===== config.mk =====
export PLATFORM = sky130hd
export DESIGN_NAME = gpio_pad_cfg_chain
export DESIGN_NICKNAME = d
export VERILOG_FILES = /design/src/hw/gpio_cfg_pkg.sv /design/src/hw/gpio_pad_cfg_chain.sv
export SDC_FILE = /design/constraint.sdc
export NUM_CORES = 1
export LEC_CHECK = 0
export BUFFER_PORTS_ARGS = -buffer_cell sky130_fd_sc_hd__buf_2
export CAP_MARGIN = 20
export CORE_ASPECT_RATIO = 0.75
export CORE_MARGIN = 2
export CORE_UTILIZATION = 30
export CTS_BUF_LIST = sky130_fd_sc_hd__clkbuf_8
export DETAILED_ROUTE_END_ITERATION = 12
export GPL_TIMING_DRIVEN = 1
export HOLD_SLACK_MARGIN = 0.1
export MAX_ROUTING_LAYER = met4
export SETUP_SLACK_MARGIN = 0.4
export SLEW_MARGIN = 25
export SYNTH_ARGS = -nofsm -noshare
export SYNTH_HDL_FRONTEND = slang
export SYNTH_SLANG_ARGS = --single-unit

===== constraint.sdc =====
create_clock -name clk -period 6.8 [get_ports clk]
set_input_delay 0.68 -clock clk [delete_from_list [all_inputs] [get_ports clk]]
set_output_delay 0.68 -clock clk [all_outputs]
set_load 0.005 [all_outputs]

===== src/hw/gpio_cfg_pkg.sv =====
package gpio_cfg_pkg;

    localparam int io_pads  = 8;   // Pads under management control
    localparam int cfg_bits = 13;  // One pad configuration word

    // Counter widths for the serial loader
    localparam int pad_idx_w = $clog2(io_pads);
    localparam int bit_idx_w = $clog2(cfg_bits);
    localparam logic [pad_idx_w-1:0] last_pad = pad_idx_w'(io_pads - 1);
    localparam logic [bit_idx_w-1:0] last_bit = bit_idx_w'(cfg_bits - 1);

    // Field positions within a configuration word
    localparam int oeb_bit     = 1;
    localparam int inp_dis_bit = 3;

    localparam logic [31:0] base_adr = 32'h2300_0000;  // Window is bits 31:8
    localparam logic [7:0]  data_ofs = 8'h00;
    localparam logic [7:0]  xfer_ofs = 8'h04;
    localparam logic [7:0]  cfg_ofs  = 8'h08;          // Pad n sits at cfg_ofs + 4n

    localparam logic [cfg_bits-1:0] cfg_default_bidir = 13'h1801;
    localparam logic [cfg_bits-1:0] cfg_default_input = 13'h0403;

    typedef logic [cfg_bits-1:0] pad_cfg_t;

    typedef struct packed {
        logic [31:0] addr;
        logic [31:0] wdata;
        logic        we;
    } bus_req_t;

    typedef struct packed {
        logic [31:0] rdata;
    } bus_rsp_t;

    // Pads 0 and 1 reset bidirectional and all others as simple inputs
    function automatic pad_cfg_t cfg_default(int pad);
        if (pad < 2) begin
            return cfg_default_bidir;
        end
        return cfg_default_input;
    endfunction

endpackage


===== src/hw/gpio_pad_cfg_chain.sv =====
module gpio_pad_cfg_chain (
    input  logic                   clk,
    input  logic                   resetn,
    input  logic                   serial_clock_i,
    input  logic                   serial_resetn_i,
    input  logic                   serial_data_i,
    output gpio_cfg_pkg::pad_cfg_t pad_cfg_o [gpio_cfg_pkg::io_pads]
);

    logic sclk_q;
    logic sclk_prev;
    logic srn_q;
    logic srn_prev;
    logic sdata_q;
    logic sclk_rise;
    logic load_strobe;
    logic [gpio_cfg_pkg::io_pads*gpio_cfg_pkg::cfg_bits-1:0] chain_q;

    // Serial lines come from another clock region in a real chip
    always_ff @(posedge clk or negedge resetn) begin
        if (!resetn) begin
            sclk_q    <= 1'b0;
            sclk_prev <= 1'b0;
            srn_q     <= 1'b0;
            srn_prev  <= 1'b0;
        end else begin
            sclk_q    <= serial_clock_i;
            sclk_prev <= sclk_q;
            srn_q     <= serial_resetn_i;
            srn_prev  <= srn_q;
        end
    end

    assign sclk_rise   = sclk_q && !sclk_prev;
    assign load_strobe = srn_prev && !srn_q && sclk_q;  // Reset falls while clock is high

    // First bit sent ends up at the top of the chain
    always_ff @(posedge clk) begin
        sdata_q <= serial_data_i;
        if (sclk_rise) begin
            chain_q <= {chain_q[gpio_cfg_pkg::io_pads*gpio_cfg_pkg::cfg_bits-2:0], sdata_q};
        end
    end

    always_ff @(posedge clk or negedge resetn) begin
        if (!resetn) begin
            for (int i = 0; i < gpio_cfg_pkg::io_pads; i++) begin
                pad_cfg_o[i] <= gpio_cfg_pkg::cfg_default(i);
            end
        end else if (load_strobe) begin
            for (int i = 0; i < gpio_cfg_pkg::io_pads; i++) begin
                pad_cfg_o[i] <= chain_q[i*gpio_cfg_pkg::cfg_bits +: gpio_cfg_pkg::cfg_bits];
            end
        end
    end

    // Loader must settle data on the falling edge before each rise
    a_data_stable: assert property (
        @(posedge clk) disable iff (!resetn)
        $rose(serial_clock_i) |-> $stable(serial_data_i)
    );

endmodule


==> impl_table.tex <==
\begin{tabular}{lr}
\hline
Metric & Value \\
\hline
\multicolumn{2}{l}{\textbf{GRT}} \\
\quad GRT Total Usage & 10.72\% \\
\quad Number of antenna violations at the first check in global routing & 0 \\
\quad Maximum number of pins on one net before global-route repair & 66 \\
\quad Global route total overflow & 0 \\
\quad Wire length of the first global-routing pass & 21020 um \\
\quad Number of global-route vias before repair & 3724 \\
\multicolumn{2}{l}{\textbf{Die}} \\
\quad Horizontal extent of the die & 185.3 um \\
\quad Starting Density & a little under a third \\
\quad Number of cell rows & 49 \\
\quad Height of the die & 140.0 um \\
\quad Floorplan Core Area & 24090 um2 \\
\quad Area of the die & 25940 um2 \\
\quad Top-Level Pins & 109 \\
\multicolumn{2}{l}{\textbf{Finish}} \\
\quad Post-route design area & slightly below 9000 um2 \\
\quad Fraction of layout instances using a drive strength above 1 & approximately 57\% \\
\quad Most common cell after layout, fill and taps aside & buf\_2 \\
\quad Nets@finish & 473 \\
\quad Area added between synthesis and finish & 20.77\% \\
\quad Filler instances & $\sim$2300 \\
\quad Area of the multi-input gates & 1430 um2 \\
\quad Number of antenna repair diodes & 0 \\
\quad Leading cell types in the layout, fill and taps excluded & buf\_2, edfxtp\_1, dfrtp\_1, mux2\_4, mux2\_2 \\
\quad Sequential cell area & 5876 um2 \\
\multicolumn{2}{l}{\textbf{Clock network}} \\
\quad H-tree levels & 2 \\
\quad Worst-Skew Late Latency & 0.50 ns \\
\quad Total CTS buffers & 35 \\
\quad Number of hold buffers added after CTS & 0 \\
\quad Clock transition at the registers of the reported paths & approximately 0.060 ns \\
\quad Buffers from clock root to sink, at most & 3 \\
\quad Setup repair bufs after CTS & 0 \\
\quad Clock tree root driver cell & clkbuf\_8 \\
\quad Number of instances resized during post-cts repair & 0 \\
\quad TritonCTS clock tree & built \\
\quad Clock sink total & between 200 and 250 \\
\multicolumn{2}{l}{\textbf{Yosys}} \\
\quad Warnings, synthesis & 0 \\
\quad Number of nets in the synthesized netlist & 335 \\
\quad Seq/Total Area, Yosys & 79.43\% \\
\quad Cell area after synthesis & 7397 um2 \\
\quad Post-synthesis average cell area & around 22 um2 \\
\quad Top area cells in the synthesized netlist & edfxtp\_1, dfrtp\_1, mux2\_4 \\
\quad \#FFs+latches synth & 213 \\
\quad Synth area leader & edfxtp\_1 \\
\quad Syn Inst Count & 330 \\
\quad Portion of synthesized cell area occupied by the leading cell type & 42.22\% \\
\quad Number of distinct library cells after synthesis & 10 \\
\multicolumn{2}{l}{\textbf{Timing}} \\
\quad Final Max Slew Viols & 0 \\
\quad Unrepaired setup endpoints after global routing & no \\
\quad Clock skew after layout & 0.01305 ns \\
\quad F\_max & 0.4027 GHz \\
\quad Setup violators final & 0 \\
\quad Final hold violation count & 0 \\
\quad Post-layout min period & roughly 2.5 ns \\
\quad Final worst hold slack & 0.1745 ns \\
\quad Max-Slew Margin vs Limit & 34.46\% \\
\quad Total negative setup slack & 0 ns \\
\quad Slew @ Worst Pin & 0.9831 ns \\
\quad Period utilisation layout & 36.52\% \\
\multicolumn{2}{l}{\textbf{Setup path}} \\
\quad Biggest cell delay along the critical path & 0.81 ns \\
\quad Critical Path, Cell by Cell & nand3b\_4 -> buf\_4 -> mux2\_2 \\
\quad Critical-path maximum fanout & 53 \\
\quad Kind of start point of the critical path & flip-flop \\
\quad Nature of the critical path endpoint & flip-flop \\
\quad Worst setup path class & flip-flop to flip-flop \\
\quad R2R Setup Slk & about 4.3 ns \\
\quad Crit path arrival time & 2.87 ns \\
\quad Required time of the worst setup path & 7.18 ns \\
\quad Critical Path Slowest Stage Cell & buf\_4 \\
\multicolumn{2}{l}{\textbf{Power and ir drop}} \\
\quad Peak supply drop & 179.8 uV \\
\quad P per Cell Area & between 300 and 400 nW/um2 \\
\quad Leakage & 3.860 nW \\
\quad Total power & 2.916 mW \\
\multicolumn{2}{l}{\textbf{Hold path}} \\
\quad Hold Crit Class & input pin to async pin \\
\multicolumn{2}{l}{\textbf{Detailed routing}} \\
\quad DR pass1 iterations & 4 \\
\quad Overall routed net length & 13250 um \\
\quad Routed via count & 3420 \\
\quad Remaining DRCs & 0 \\
\quad Violation count after the first detailed-route iteration & 160 \\
\quad Post-route antenna net violation count & 0 \\
\quad Mean routed wirelength per cell & $\sim$16 um \\
\quad Via-to-Cell Ratio & 4.140 \\
\multicolumn{2}{l}{\textbf{Flow run}} \\
\quad Number of max-cap violations & 0 \\
\multicolumn{2}{l}{\textbf{Placement}} \\
\quad RePlAce Congestion & 0.7329 \\
\quad Estimated wirelength of the detail-placed design & 7854 um \\
\quad Area post-placement & 8293 um2 \\
\quad Number of I/O port buffers & 108 \\
\multicolumn{2}{l}{\textbf{Outcome}} \\
\quad Run status & completed \\
\hline
\end{tabular}
-- sequential cells by signal (all words and copies together) (netlist names) --
| register | flops |
|---|---|
| sclk_prev | 1 |
| chain_q | 104 |
| sclk_q | 1 |
| sdata_q | 1 |
| pad_cfg_o | 104 |
| srn_prev | 1 |
| srn_q | 1 |
-- metal layers --
| metal | wire, um | up-vias | part of all wire [%] | global-route usage (%) |
|---|---|---|---|---|
| met5 | 0 | - | 0 | - |
| met4 | 290 | 0 | 2.2 | 3.216 |
| met3 | 1333 | 36 | 10 | 4.784 |
| met2 | 5319 | 117 | 40 | 13.88 |
| met1 | 6308 | 1763 | 48 | 14.94 |
| li1 | - | 1504 | - | - |
-- final timing paths --
check	startpoint	to	depth (start not counted)
min in group clk	serial_data_i	sdata_q	1
max in group asynchronous	resetn	pad_cfg_o[44]	2
worst max register to register	srn_prev	pad_cfg_o[77]	3
worst min register to register	srn_q	srn_prev	0
worst min-delay path	resetn	pad_cfg_o[28]	1
worst max-delay path	srn_prev	pad_cfg_o[77]	3
-- cells by family (layout without fill, tap and decap cells) --
kind of cell | Yosys count | after routing | synth area share (%)
flops | 213 | 213 | 79.43
buf+inv | 11 | 176 | 1.336
mux | 104 | 104 | 18.88
simple gates | 2 | 2 | 0.3553
-- synthesized netlist by cell type (all sizes together) --
cell type,n
mux2,104
dfrtp,84
nand3b,1
nor2b,1
dfstp,24
edfxtp,104
buf,11
dfxtp,1
-- layout make-up --
| class | count | area share (%) |
|---|---|---|
| sequential | 213 | 65.77 |
| tap | 331 | 4.636 |
| multi-input combinational | 106 | 16.01 |
| clock inverter | 25 | 1.162 |
| timing repair buffer | 112 | 6.415 |
| clock buffer | 39 | 6.008 |
-- worst max-delay path: cells and delay by family (launching register included) --
kind,cells,cell delay (ns)
flip-flops,1,0.39
buffers and inverters,1,0.81
multiplexers,1,0.41
AND/OR/NAND/NOR,1,0.71
-- where the power goes --
group          switching (mW)  internal [mW]  leakage (nW)
Clock                   0.484          0.527         0.402
Sequential             0.0769           1.51          2.23
Combinational           0.124          0.194          1.23
-- per-stage QoR --
stage                     instances  util, %  worst slack, ns
after floorplan                 330        -            1.235
after global placement          762    34.42            4.315
after detailed placement        762    34.42            4.258
after CTS                       826    37.08            4.245
after global routing            826    37.08            4.171
final                           826    37.08            4.317
(Power assumes the default switching activity.)
