**src/hw/gpio_cfg_pkg.sv**
```systemverilog
package gpio_cfg_pkg;

    localparam int io_pads  = 8;   // Pads under management control
    localparam int cfg_bits = 13;  // One pad configuration word

    // Counter widths for the serial loader
    localparam int pad_idx_w = $clog2(io_pads);
    localparam int bit_idx_w = $clog2(cfg_bits);
    localparam logic [pad_idx_w-1:0] last_pad = pad_idx_w'(io_pads - 1);
    localparam logic [bit_idx_w-1:0] last_bit = bit_idx_w'(cfg_bits - 1);

    // Field positions within a configuration word
    localparam int oeb_bit     = 1;
    localparam int inp_dis_bit = 3;

    localparam logic [31:0] base_adr = 32'h2300_0000;  // Window is bits 31:8
    localparam logic [7:0]  data_ofs = 8'h00;
    localparam logic [7:0]  xfer_ofs = 8'h04;
    localparam logic [7:0]  cfg_ofs  = 8'h08;          // Pad n sits at cfg_ofs + 4n

    localparam logic [cfg_bits-1:0] cfg_default_bidir = 13'h1801;
    localparam logic [cfg_bits-1:0] cfg_default_input = 13'h0403;

    typedef logic [cfg_bits-1:0] pad_cfg_t;

    typedef struct packed {
        logic [31:0] addr;
        logic [31:0] wdata;
        logic        we;
    } bus_req_t;

    typedef struct packed {
        logic [31:0] rdata;
    } bus_rsp_t;

    // Pads 0 and 1 reset bidirectional and all others as simple inputs
    function automatic pad_cfg_t cfg_default(int pad);
        if (pad < 2) begin
            return cfg_default_bidir;
        end
        return cfg_default_input;
    endfunction

endpackage

```
**src/hw/gpio_serial_loader.sv**
```systemverilog
module gpio_serial_loader (
    input  logic                   clk,
    input  logic                   resetn,
    input  logic                   xfer_start_i,
    input  gpio_cfg_pkg::pad_cfg_t cfg_i [gpio_cfg_pkg::io_pads],
    output logic                   busy_o,
    output logic                   serial_clock_o,
    output logic                   serial_resetn_o,
    output logic                   serial_data_o
);

    typedef enum logic [1:0] {
        st_idle,
        st_start,
        st_shift,
        st_load
    } state_t;

    state_t                             state;
    logic [gpio_cfg_pkg::pad_idx_w-1:0] pad_cnt;
    logic [gpio_cfg_pkg::bit_idx_w-1:0] bit_cnt;
    logic [gpio_cfg_pkg::pad_idx_w-1:0] word_idx;
    gpio_cfg_pkg::pad_cfg_t             staging;
    logic                               clk_high;
    logic                               load_word;
    logic                               shift_word;

    assign busy_o        = state != st_idle;
    assign serial_data_o = staging[gpio_cfg_pkg::cfg_bits-1];  // MSB first

    // Highest pad goes first
    assign word_idx = (state == st_idle) ? gpio_cfg_pkg::last_pad : pad_cnt - 1'b1;

    // Clock is high in shift, so it falls next unless this is the very last bit
    assign clk_high   = (state == st_shift) && serial_clock_o;
    assign load_word  = (state == st_idle && xfer_start_i) ||
                        (clk_high && bit_cnt == gpio_cfg_pkg::last_bit && pad_cnt != '0);
    assign shift_word = clk_high && bit_cnt != gpio_cfg_pkg::last_bit;

    always_ff @(posedge clk) begin
        if (load_word) begin
            staging <= cfg_i[word_idx];
        end else if (shift_word) begin
            staging <= {staging[gpio_cfg_pkg::cfg_bits-2:0], 1'b0};
        end
    end

    always_ff @(posedge clk or negedge resetn) begin
        if (!resetn) begin
            state           <= st_idle;
            pad_cnt         <= '0;
            bit_cnt         <= '0;
            serial_clock_o  <= 1'b0;
            serial_resetn_o <= 1'b0;
        end else begin
            case (state)
                st_idle: begin
                    serial_clock_o  <= 1'b0;
                    serial_resetn_o <= 1'b1;
                    if (xfer_start_i) begin
                        pad_cnt <= gpio_cfg_pkg::last_pad;
                        state   <= st_start;
                    end
                end
                st_start: begin
                    bit_cnt <= '0;
                    state   <= st_shift;
                end
                st_shift: begin
                    if (!serial_clock_o) begin
                        serial_clock_o <= 1'b1;  // Rising edge, data held
                    end else if (bit_cnt != gpio_cfg_pkg::last_bit) begin
                        serial_clock_o <= 1'b0;
                        bit_cnt        <= bit_cnt + 1'b1;
                    end else if (pad_cnt != '0) begin
                        serial_clock_o <= 1'b0;
                        pad_cnt        <= pad_cnt - 1'b1;
                        state          <= st_start;
                    end else begin
                        bit_cnt <= '0;  // Clock stays high into the load phase
                        state   <= st_load;
                    end
                end
                st_load: begin
                    bit_cnt <= bit_cnt + 1'b1;
                    case (bit_cnt)
                        0:       serial_resetn_o <= 1'b0;  // Load strobe with clock high
                        1:       serial_resetn_o <= 1'b1;
                        2:       serial_clock_o  <= 1'b0;
                        default: state           <= st_idle;
                    endcase
                end
                default: state <= st_idle;
            endcase
        end
    end

    a_idle_clock_low: assert property (
        @(posedge clk) disable iff (!resetn)
        (state == st_idle) |-> !serial_clock_o
    );

endmodule

```
**config.mk**
```make
export PLATFORM = sky130hd
export DESIGN_NAME = gpio_serial_loader
export DESIGN_NICKNAME = d
export VERILOG_FILES = /design/src/hw/gpio_cfg_pkg.sv /design/src/hw/gpio_serial_loader.sv
export SDC_FILE = /design/constraint.sdc
export NUM_CORES = 1
export LEC_CHECK = 0
export ABC_AREA = 1
export BUFFER_PORTS_ARGS = -buffer_cell sky130_fd_sc_hd__buf_2
export CAP_MARGIN = 20
export CORE_ASPECT_RATIO = 2
export CORE_UTILIZATION = 25
export DETAILED_ROUTE_END_ITERATION = 12
export GPL_ROUTABILITY_DRIVEN = 0
export PLACE_DENSITY_LB_ADDON = 0.1
export SKIP_CTS_REPAIR_TIMING = 1
export SLEW_MARGIN = 20
export SYNTH_ARGS = -nofsm -noshare
export SYNTH_HDL_FRONTEND = slang
export SYNTH_SLANG_ARGS = --single-unit
```
**constraint.sdc**
```tcl
create_clock -name clk -period 3.01 [get_ports clk]
set_input_delay 0.602 -clock clk [delete_from_list [all_inputs] [get_ports clk]]
set_output_delay 0.602 -clock clk [all_outputs]
set_load 0.1 [all_outputs]
```
==> results.sh, run 1 <==
export IMPL_h_tree_levels=1
export IMPL_p_int_mw=1.12
export IMPL_core_rowCount=53
export IMPL_min_path_type="input port to async pin"
export IMPL_total_routed_length_um=9720
export IMPL_finalNetCount=654
export IMPL_power_per_cell_area_nw_per_um2=678
export IMPL_cts_path_max_buffers=2
export IMPL_die_height_um=148
export IMPL_core_region_area_um2=10500
export IMPL_final_setup_skew_ns=0.00709
export IMPL_timing_critical_path_depth=3
export IMPL_path_clk_slew_ns=0.07
export IMPL_r2r_worst_path_cells=8
export IMPL_post_route_cells_drive_above_1_share_pct=25.4
export IMPL_detail_route_antenna_nets=0
export IMPL_layout_stage_area_growth_over_the_synthesis_result_pct=25.8
export IMPL_nFillCells=1281
export IMPL_clkPwrFrac_pct=13.0
export IMPL_period_share_pct=76.1
export IMPL_worstPathCellList="inv_2, nand2_4, buf_2"
export IMPL_worstPathArrival_ns=1.69
export IMPL_die_area_um2=11200
export IMPL_final_core_utilization_pct=32.2
export IMPL_max_slew_headroom_pct=67.4
export IMPL_finalHoldViolations=0
export IMPL_cpMaxStageDelayCell="sky130_fd_sc_hd__dfrtp_1"
export IMPL_power_leakage_nw=1.95
export IMPL_worst_setup_path_type="flop to output port"
export IMPL_globalRouteOverflowTotal=0
export IMPL_drt_vias_per_instance=4.47
export IMPL_final_setup_tns_ns=0
export IMPL_multi_input_gate_area_in_the_final_layout_um2=1500
export IMPL_p_sw_share_pct=51.0
export IMPL_crit_buf_inv=2
export IMPL_setup_worst_path_end_class="output port"
export IMPL_peakVddDrop_mv=0.432
export IMPL_max_cap_violations=0
export IMPL_worstSetupStartpointType="flop"
export IMPL_global_route_usage_total_pct=18.0
export IMPL_worstMarginPinSlew_ns=0.489
export IMPL_route_vias_total=3024
export IMPL_outcome="completed"
export IMPL_fmax_mhz=436
export IMPL_peak_fanout_along_the_critical_path=20
export IMPL_start_util_pct=25.6
export IMPL_grt_antenna_before_repair=0
export IMPL_port_buffers=110
export IMPL_clkSinkCount=24
export IMPL_drtIter0Drc=116
export IMPL_p_total_mw=2.28
export IMPL_cpPeakStageDelay_ns=0.59
export IMPL_first_global_vias=3167
export IMPL_setup_viol=0
export IMPL_routedWlPerCell_um=14.4
export IMPL_clock_tree_root_cell="sky130_fd_sc_hd__clkbuf_16"
export IMPL_die_width_um=75.2
export IMPL_min_period_ns=2.29
export IMPL_power_share_combinational_pct=60.6
export IMPL_cts_buffers=3
export IMPL_num_io_pins=111
export IMPL_postSynthRegisterBits=24
export IMPL_clkLatencyLatePin_ns=0.26
export IMPL_grt_pass1_wl_um=15000
export IMPL_postSynthNetCount=558
export IMPL_hpwl_um=7790
export IMPL_drv_slew=0
export IMPL_stdcell_count=677
export IMPL_path_delay_family="flip-flops"
export IMPL_post_route_drc_count=0
export IMPL_grt_start_max_net_pins=51
export IMPL_dpl_cell_count=673
export IMPL_cts_tree="built"
export IMPL_regArea_um2=666
export IMPL_mappedNetlistArea_um2=2680
export IMPL_seq_power_share_pct=26.4
export IMPL_synth_seq_area_share_pct=24.9
export IMPL_antennaDiodeCount=0
export IMPL_detailedRoute_firstPassIterationCount=4
export IMPL_grt_setup_unrepaired="no"
export IMPL_critPathRequiredTime_ns=2.41
export IMPL_netSwitchingPower_mw=1.16
export IMPL_synth_warnings=0
export IMPL_post_synth_cell_area_avg_um2=6.02
export IMPL_synth_cells=445
export IMPL_synthDistinctLibCells=33
registers in the layout (all words and copies together), names as in the netlist:
| register | cells |
|---|---|
| staging | 13 |
| bit_cnt | 4 |
| pad_cnt | 3 |
| state | 2 |
| serial_clock_o | 1 |
| serial_resetn_o | 1 |
final timing paths:
kind | endpoint | slack (ns) | startpoint
min in group clk | serial_resetn_o$_DFFE_PN0P_ | 0.52 | serial_resetn_o$_DFFE_PN0P_
max in group asynchronous | bit_cnt[0]$_DFFE_PN0P_ | 2.59 | resetn
setup reg to reg | staging[12]$_DFFE_PP_ | 0.83 | state[0]$_DFFE_PN0P_
hold reg to reg | serial_resetn_o$_DFFE_PN0P_ | 0.52 | serial_resetn_o$_DFFE_PN0P_
hold / removal | bit_cnt[3]$_DFFE_PN0P_ | 0.20 | resetn
setup / recovery | busy_o | 0.72 | state[0]$_DFFE_PN0P_
cells by family after synthesis:
family,count (synthesis),synth area share [%]
buf+inv,115,19.3
compound gates,21,5.00
flops,24,24.9
xor+xnor,2,0.654
simple gates,277,47.3
fa+ha+maj,6,2.80
cells in the mapped netlist:
cell type,number,share of area [%]
sky130_fd_sc_hd__buf_4,3,0.84
sky130_fd_sc_hd__o21ai_2,1,0.33
sky130_fd_sc_hd__nand4_1,1,0.23
sky130_fd_sc_hd__o211ai_1,3,0.84
sky130_fd_sc_hd__o31a_1,1,0.33
sky130_fd_sc_hd__ha_1,6,2.8
sky130_fd_sc_hd__nand2_2,2,0.47
sky130_fd_sc_hd__nand2_1,99,14
sky130_fd_sc_hd__a32o_1,1,0.37
sky130_fd_sc_hd__xnor2_1,1,0.33
sky130_fd_sc_hd__buf_2,13,2.4
sky130_fd_sc_hd__o211ai_2,1,0.47
sky130_fd_sc_hd__buf_1,3,0.42
sky130_fd_sc_hd__nor2_2,1,0.23
sky130_fd_sc_hd__inv_4,1,0.23
sky130_fd_sc_hd__or2_2,1,0.23
sky130_fd_sc_hd__edfxtp_1,13,15
sky130_fd_sc_hd__xor2_1,1,0.33
sky130_fd_sc_hd__inv_2,2,0.28
sky130_fd_sc_hd__inv_1,86,12
sky130_fd_sc_hd__nand3_1,104,19
sky130_fd_sc_hd__o21ai_0,10,1.9
sky130_fd_sc_hd__buf_6,6,2.5
sky130_fd_sc_hd__a21oi_1,3,0.56
sky130_fd_sc_hd__nand2_4,3,1.3
sky130_fd_sc_hd__buf_8,1,0.56
sky130_fd_sc_hd__nor2_4,1,0.42
sky130_fd_sc_hd__nand3_2,1,0.37
sky130_fd_sc_hd__nand2_8,1,0.75
sky130_fd_sc_hd__dfrtp_1,11,10
sky130_fd_sc_hd__nor2_1,61,8.6
sky130_fd_sc_hd__o22ai_1,1,0.23
sky130_fd_sc_hd__nor2_8,2,1.5
layout by cell type, fill, tap and decap left out:
| cell | netlist | routed |
|---|---|---|
| sky130_fd_sc_hd__nand2_8 | 1 | 1 |
| sky130_fd_sc_hd__dfrtp_1 | 11 | 11 |
| sky130_fd_sc_hd__buf_4 | 3 | 6 |
| sky130_fd_sc_hd__xnor2_1 | 1 | 1 |
| sky130_fd_sc_hd__a32o_1 | 1 | 1 |
| sky130_fd_sc_hd__o21ai_0 | 10 | 10 |
| sky130_fd_sc_hd__nand2_1 | 99 | 99 |
| sky130_fd_sc_hd__buf_12 | 0 | 1 |
| sky130_fd_sc_hd__nor2_1 | 61 | 61 |
| sky130_fd_sc_hd__nand2_2 | 2 | 2 |
| sky130_fd_sc_hd__nor2_4 | 1 | 1 |
| sky130_fd_sc_hd__nand3_1 | 104 | 104 |
| sky130_fd_sc_hd__o211ai_1 | 3 | 3 |
| sky130_fd_sc_hd__a21oi_1 | 3 | 3 |
| sky130_fd_sc_hd__o211ai_2 | 1 | 1 |
| sky130_fd_sc_hd__o31a_1 | 1 | 1 |
| sky130_fd_sc_hd__nand3_2 | 1 | 1 |
| sky130_fd_sc_hd__inv_2 | 2 | 2 |
| sky130_fd_sc_hd__or2_2 | 1 | 1 |
| sky130_fd_sc_hd__edfxtp_1 | 13 | 13 |
| sky130_fd_sc_hd__o22ai_1 | 1 | 1 |
| sky130_fd_sc_hd__nand2_4 | 3 | 3 |
| sky130_fd_sc_hd__o21ai_4 | 0 | 1 |
| sky130_fd_sc_hd__xor2_1 | 1 | 1 |
| sky130_fd_sc_hd__nor2_8 | 2 | 2 |
| sky130_fd_sc_hd__nand4_1 | 1 | 1 |
| sky130_fd_sc_hd__nor2_2 | 1 | 1 |
| sky130_fd_sc_hd__inv_1 | 86 | 86 |
| sky130_fd_sc_hd__ha_1 | 6 | 6 |
| sky130_fd_sc_hd__clkbuf_16 | 0 | 3 |
| sky130_fd_sc_hd__clkbuf_1 | 0 | 1 |
| sky130_fd_sc_hd__inv_4 | 1 | 1 |
| sky130_fd_sc_hd__buf_2 | 13 | 110 |
layout make-up:
class                           count  share of cell area (%)
Multi-Input combinational cell    306                    44.6
Tap cell                          137                    5.09
Timing Repair Buffer              117                    18.3
Sequential cell                    24                    19.8
Clock buffer                        4                    2.34
Inverter                           89                    9.99
power by group through the flow:
stage / logic (mW) / clock network [mW] / registers, mW
6_report: 1.38 / 0.298 / 0.603
5_1_grt: 1.57 / 0.313 / 0.615
4_1_cts: 1.41 / 0.303 / 0.604
3_5_place_dp: 1.40 / 0 / 0.611
3_3_place_gp: 1.40 / 0 / 0.608
2_1_floorplan: 1.03 / 0 / 0.665
metal layers:
layer,track usage (%),up-vias,share of wire (%)
li1,-,1566,-
met1,17.8,1361,36
met2,36.9,81,59
met3,1.42,16,3.5
met4,5.65,0,2.5
met5,0,-,0
worst reg2reg max path, stage by stage, from the launching register on:
cell and delay (ns):
sky130_fd_sc_hd__dfrtp_1 0.59, sky130_fd_sc_hd__inv_2 0.10, sky130_fd_sc_hd__nand2_4 0.24, sky130_fd_sc_hd__nand2_2 0.28
sky130_fd_sc_hd__buf_12 0.26, sky130_fd_sc_hd__nand3_1 0.10, sky130_fd_sc_hd__nand3_1 0.13, sky130_fd_sc_hd__nand3_1 0.12
sky130_fd_sc_hd__nand2_1 0.09
through the flow:
step | hold slack [ns] | setup WS, ns | instance area, um^2
final | 0.204 | 0.719 | 3370
after global routing | 0.224 | 0.647 | 3370
after CTS | 0.218 | 0.706 | 3370
after detailed placement | 0.494 | 0.836 | 3290
after global placement | 0.494 | 0.887 | 3290
after floorplan | 0.306 | 0.741 | 2680
Power figures use the tool's default switching activity.
==> run 2: changes to the inputs <==
Clock period 3.01 ns to 1.8 ns, I/O delays scaled along.
==> results.sh, run 2 (synthesis gave the netlist of run 1 again) <==
export IMPL_outcome="completed"
export IMPL_cpMaxStageDelayCell="sky130_fd_sc_hd__dfrtp_1"
export IMPL_finalHoldViolations=0
export IMPL_grt_start_max_net_pins=37
export IMPL_p_total_mw=4.04
export IMPL_worst_setup_path_type="flop to output port"
export IMPL_power_leakage_nw=2.07
export IMPL_min_period_ns=1.69
export IMPL_crit_buf_inv=3
export IMPL_worstSetupStartpointType="flop"
export IMPL_max_slew_headroom_pct=67.5
export IMPL_max_cap_violations=0
export IMPL_h_tree_levels=1
export IMPL_drv_slew=0
export IMPL_peakVddDrop_mv=0.699
export IMPL_port_buffers=110
export IMPL_first_global_vias=3045
export IMPL_setup_worst_path_end_class="output port"
export IMPL_num_io_pins=111
export IMPL_peak_fanout_along_the_critical_path=26
export IMPL_path_delay_family="flip-flops"
export IMPL_min_path_type="input port to flop"
export IMPL_hpwl_um=7970
export IMPL_core_region_area_um2=10500
export IMPL_highest_metal_used="met4"
export IMPL_grt_setup_unrepaired="no"
export IMPL_grt_pass1_wl_um=14400
export IMPL_worstPathArrival_ns=1.33
export IMPL_route_vias_total=3073
export IMPL_whs_ns=0.394
export IMPL_worstMarginPinSlew_ns=0.491
export IMPL_cpPeakStageDelay_ns=0.49
export IMPL_clkLatencyLatePin_ns=0.26
export IMPL_final_setup_skew_ns=0.00169
export IMPL_routed_wl_met2_um=5760
export IMPL_wirelength_met1_um=3320
export IMPL_final_setup_tns_ns=0
export IMPL_grt_antenna_before_repair=0
export IMPL_layout_stage_area_growth_over_the_synthesis_result_pct=36.4
export IMPL_total_routed_length_um=9630
export IMPL_fmax_mhz=591
export IMPL_clkSinkCount=24
export IMPL_detail_route_antenna_nets=0
export IMPL_antennaDiodeCount=0
export IMPL_cts_path_max_buffers=2
export IMPL_largest_register="staging"
export IMPL_die_area_um2=11200
export IMPL_core_rowCount=53
export IMPL_detailedRoute_firstPassIterationCount=4
export IMPL_largest_register_ff_count=13
export IMPL_worstPathCellList="inv_2, nand2_4, buf_12, buf_12"
export IMPL_drtIter0Drc=101
export IMPL_cts_tree="built"
export IMPL_path_clk_slew_ns=0.06
export IMPL_top_regs="staging: 13 flops, bit_cnt: 4 flops, pad_cnt: 3 flops"
export IMPL_met3_wirelength_um=289
export IMPL_layout_cells_most_common_list="sky130_fd_sc_hd__buf_2, sky130_fd_sc_hd__nand3_1, sky130_fd_sc_hd__nand2_1"
export IMPL_clock_tree_root_cell="sky130_fd_sc_hd__clkbuf_16"
export IMPL_global_route_usage_total_pct=17.3
export IMPL_die_height_um=148
export IMPL_start_util_pct=25.6
export IMPL_crit_top_cell="sky130_fd_sc_hd__buf_12"
export IMPL_mostFrequentLayoutCell="sky130_fd_sc_hd__buf_2"
export IMPL_power_per_cell_area_nw_per_um2=1110
export IMPL_setup_viol=0
export IMPL_routedWlPerCell_um=14.0
export IMPL_die_width_um=75.2
export IMPL_post_route_cells_drive_above_1_share_pct=29.5
export IMPL_critPathRequiredTime_ns=1.44
export IMPL_finalNetCount=667
export IMPL_period_share_pct=94.0
export IMPL_globalRouteOverflowTotal=0
export IMPL_drt_vias_per_instance=4.45
export IMPL_cts_buffers=3
export IMPL_post_route_drc_count=0
run 2: changes by cell type in the layout (fill, tap and decap cells not counted), sizes merged:
| cell | change |
|---|---|
| clkinv | +1 |
| buf | +11 |
| dlygate4sd3 | +1 |
run 2: power by group:
group	internal, mW	switching (mW)
Sequential	0.849	0.151
Combinational	0.935	1.63
Clock	0.297	0.184
Total	2.08	1.96
run 2: worst register-to-register path, cell delays in order (launching register included):
cell and delay (ns):
sky130_fd_sc_hd__dfrtp_1 0.41, sky130_fd_sc_hd__inv_4 0.06, sky130_fd_sc_hd__ha_2 0.19, sky130_fd_sc_hd__xnor2_2 0.15, sky130_fd_sc_hd__nand2_1 0.10, sky130_fd_sc_hd__buf_4 0.20
sky130_fd_sc_hd__nand3_1 0.14, sky130_fd_sc_hd__nand3_1 0.12, sky130_fd_sc_hd__nand2_1 0.06
run 2: cell type report:
cell class	instances	area (um^2)
clock buffers	3	75.1
fillers	1211	6830
multi-input cells	306	1580
inverters	89	339
well taps	137	171
repair buffers	130	815
flip-flops and latches	24	668
clock inverters	1	3.75
run 2: worst paths after layout:
path	start	end	slack [ns]	cells after the start
setup / recovery	state[0]$_DFFE_PN0P_	busy_o	0.11	4
hold / removal	xfer_start_i	state[0]$_DFFE_PN0P_	0.39	3
setup reg to reg	pad_cnt[0]$_DFFE_PN0P_	staging[1]$_DFFE_PP_	0.13	8
hold reg to reg	pad_cnt[1]$_DFFE_PN0P_	pad_cnt[1]$_DFFE_PN0P_	0.53	2
max in group asynchronous	resetn	state[1]$_DFFE_PN0P_	1.07	2
min in group asynchronous	resetn	bit_cnt[3]$_DFFE_PN0P_	0.50	2
run 2: metrics by stage:
stage / instances / area [um^2] / util [%] / setup WS [ns]
3_3_place_gp: 684 / 3470 / 33.2 / -0.0535
4_1_cts: 688 / 3550 / 33.9 / -0.0668
2_1_floorplan: 445 / 2720 / - / -0.245
5_1_grt: 690 / 3650 / 34.8 / 0.000194
6_report: 690 / 3650 / 34.8 / 0.108
3_5_place_dp: 684 / 3470 / 33.2 / -0.0635
run 2: metal layers:
metal / vias to the layer above / track usage (%)
met4: 0 / 5.83
met5: - / 0
met3: 17 / 1.63
met1: 1382 / 16.1
met2: 76 / 36.1
li1: 1598 / -
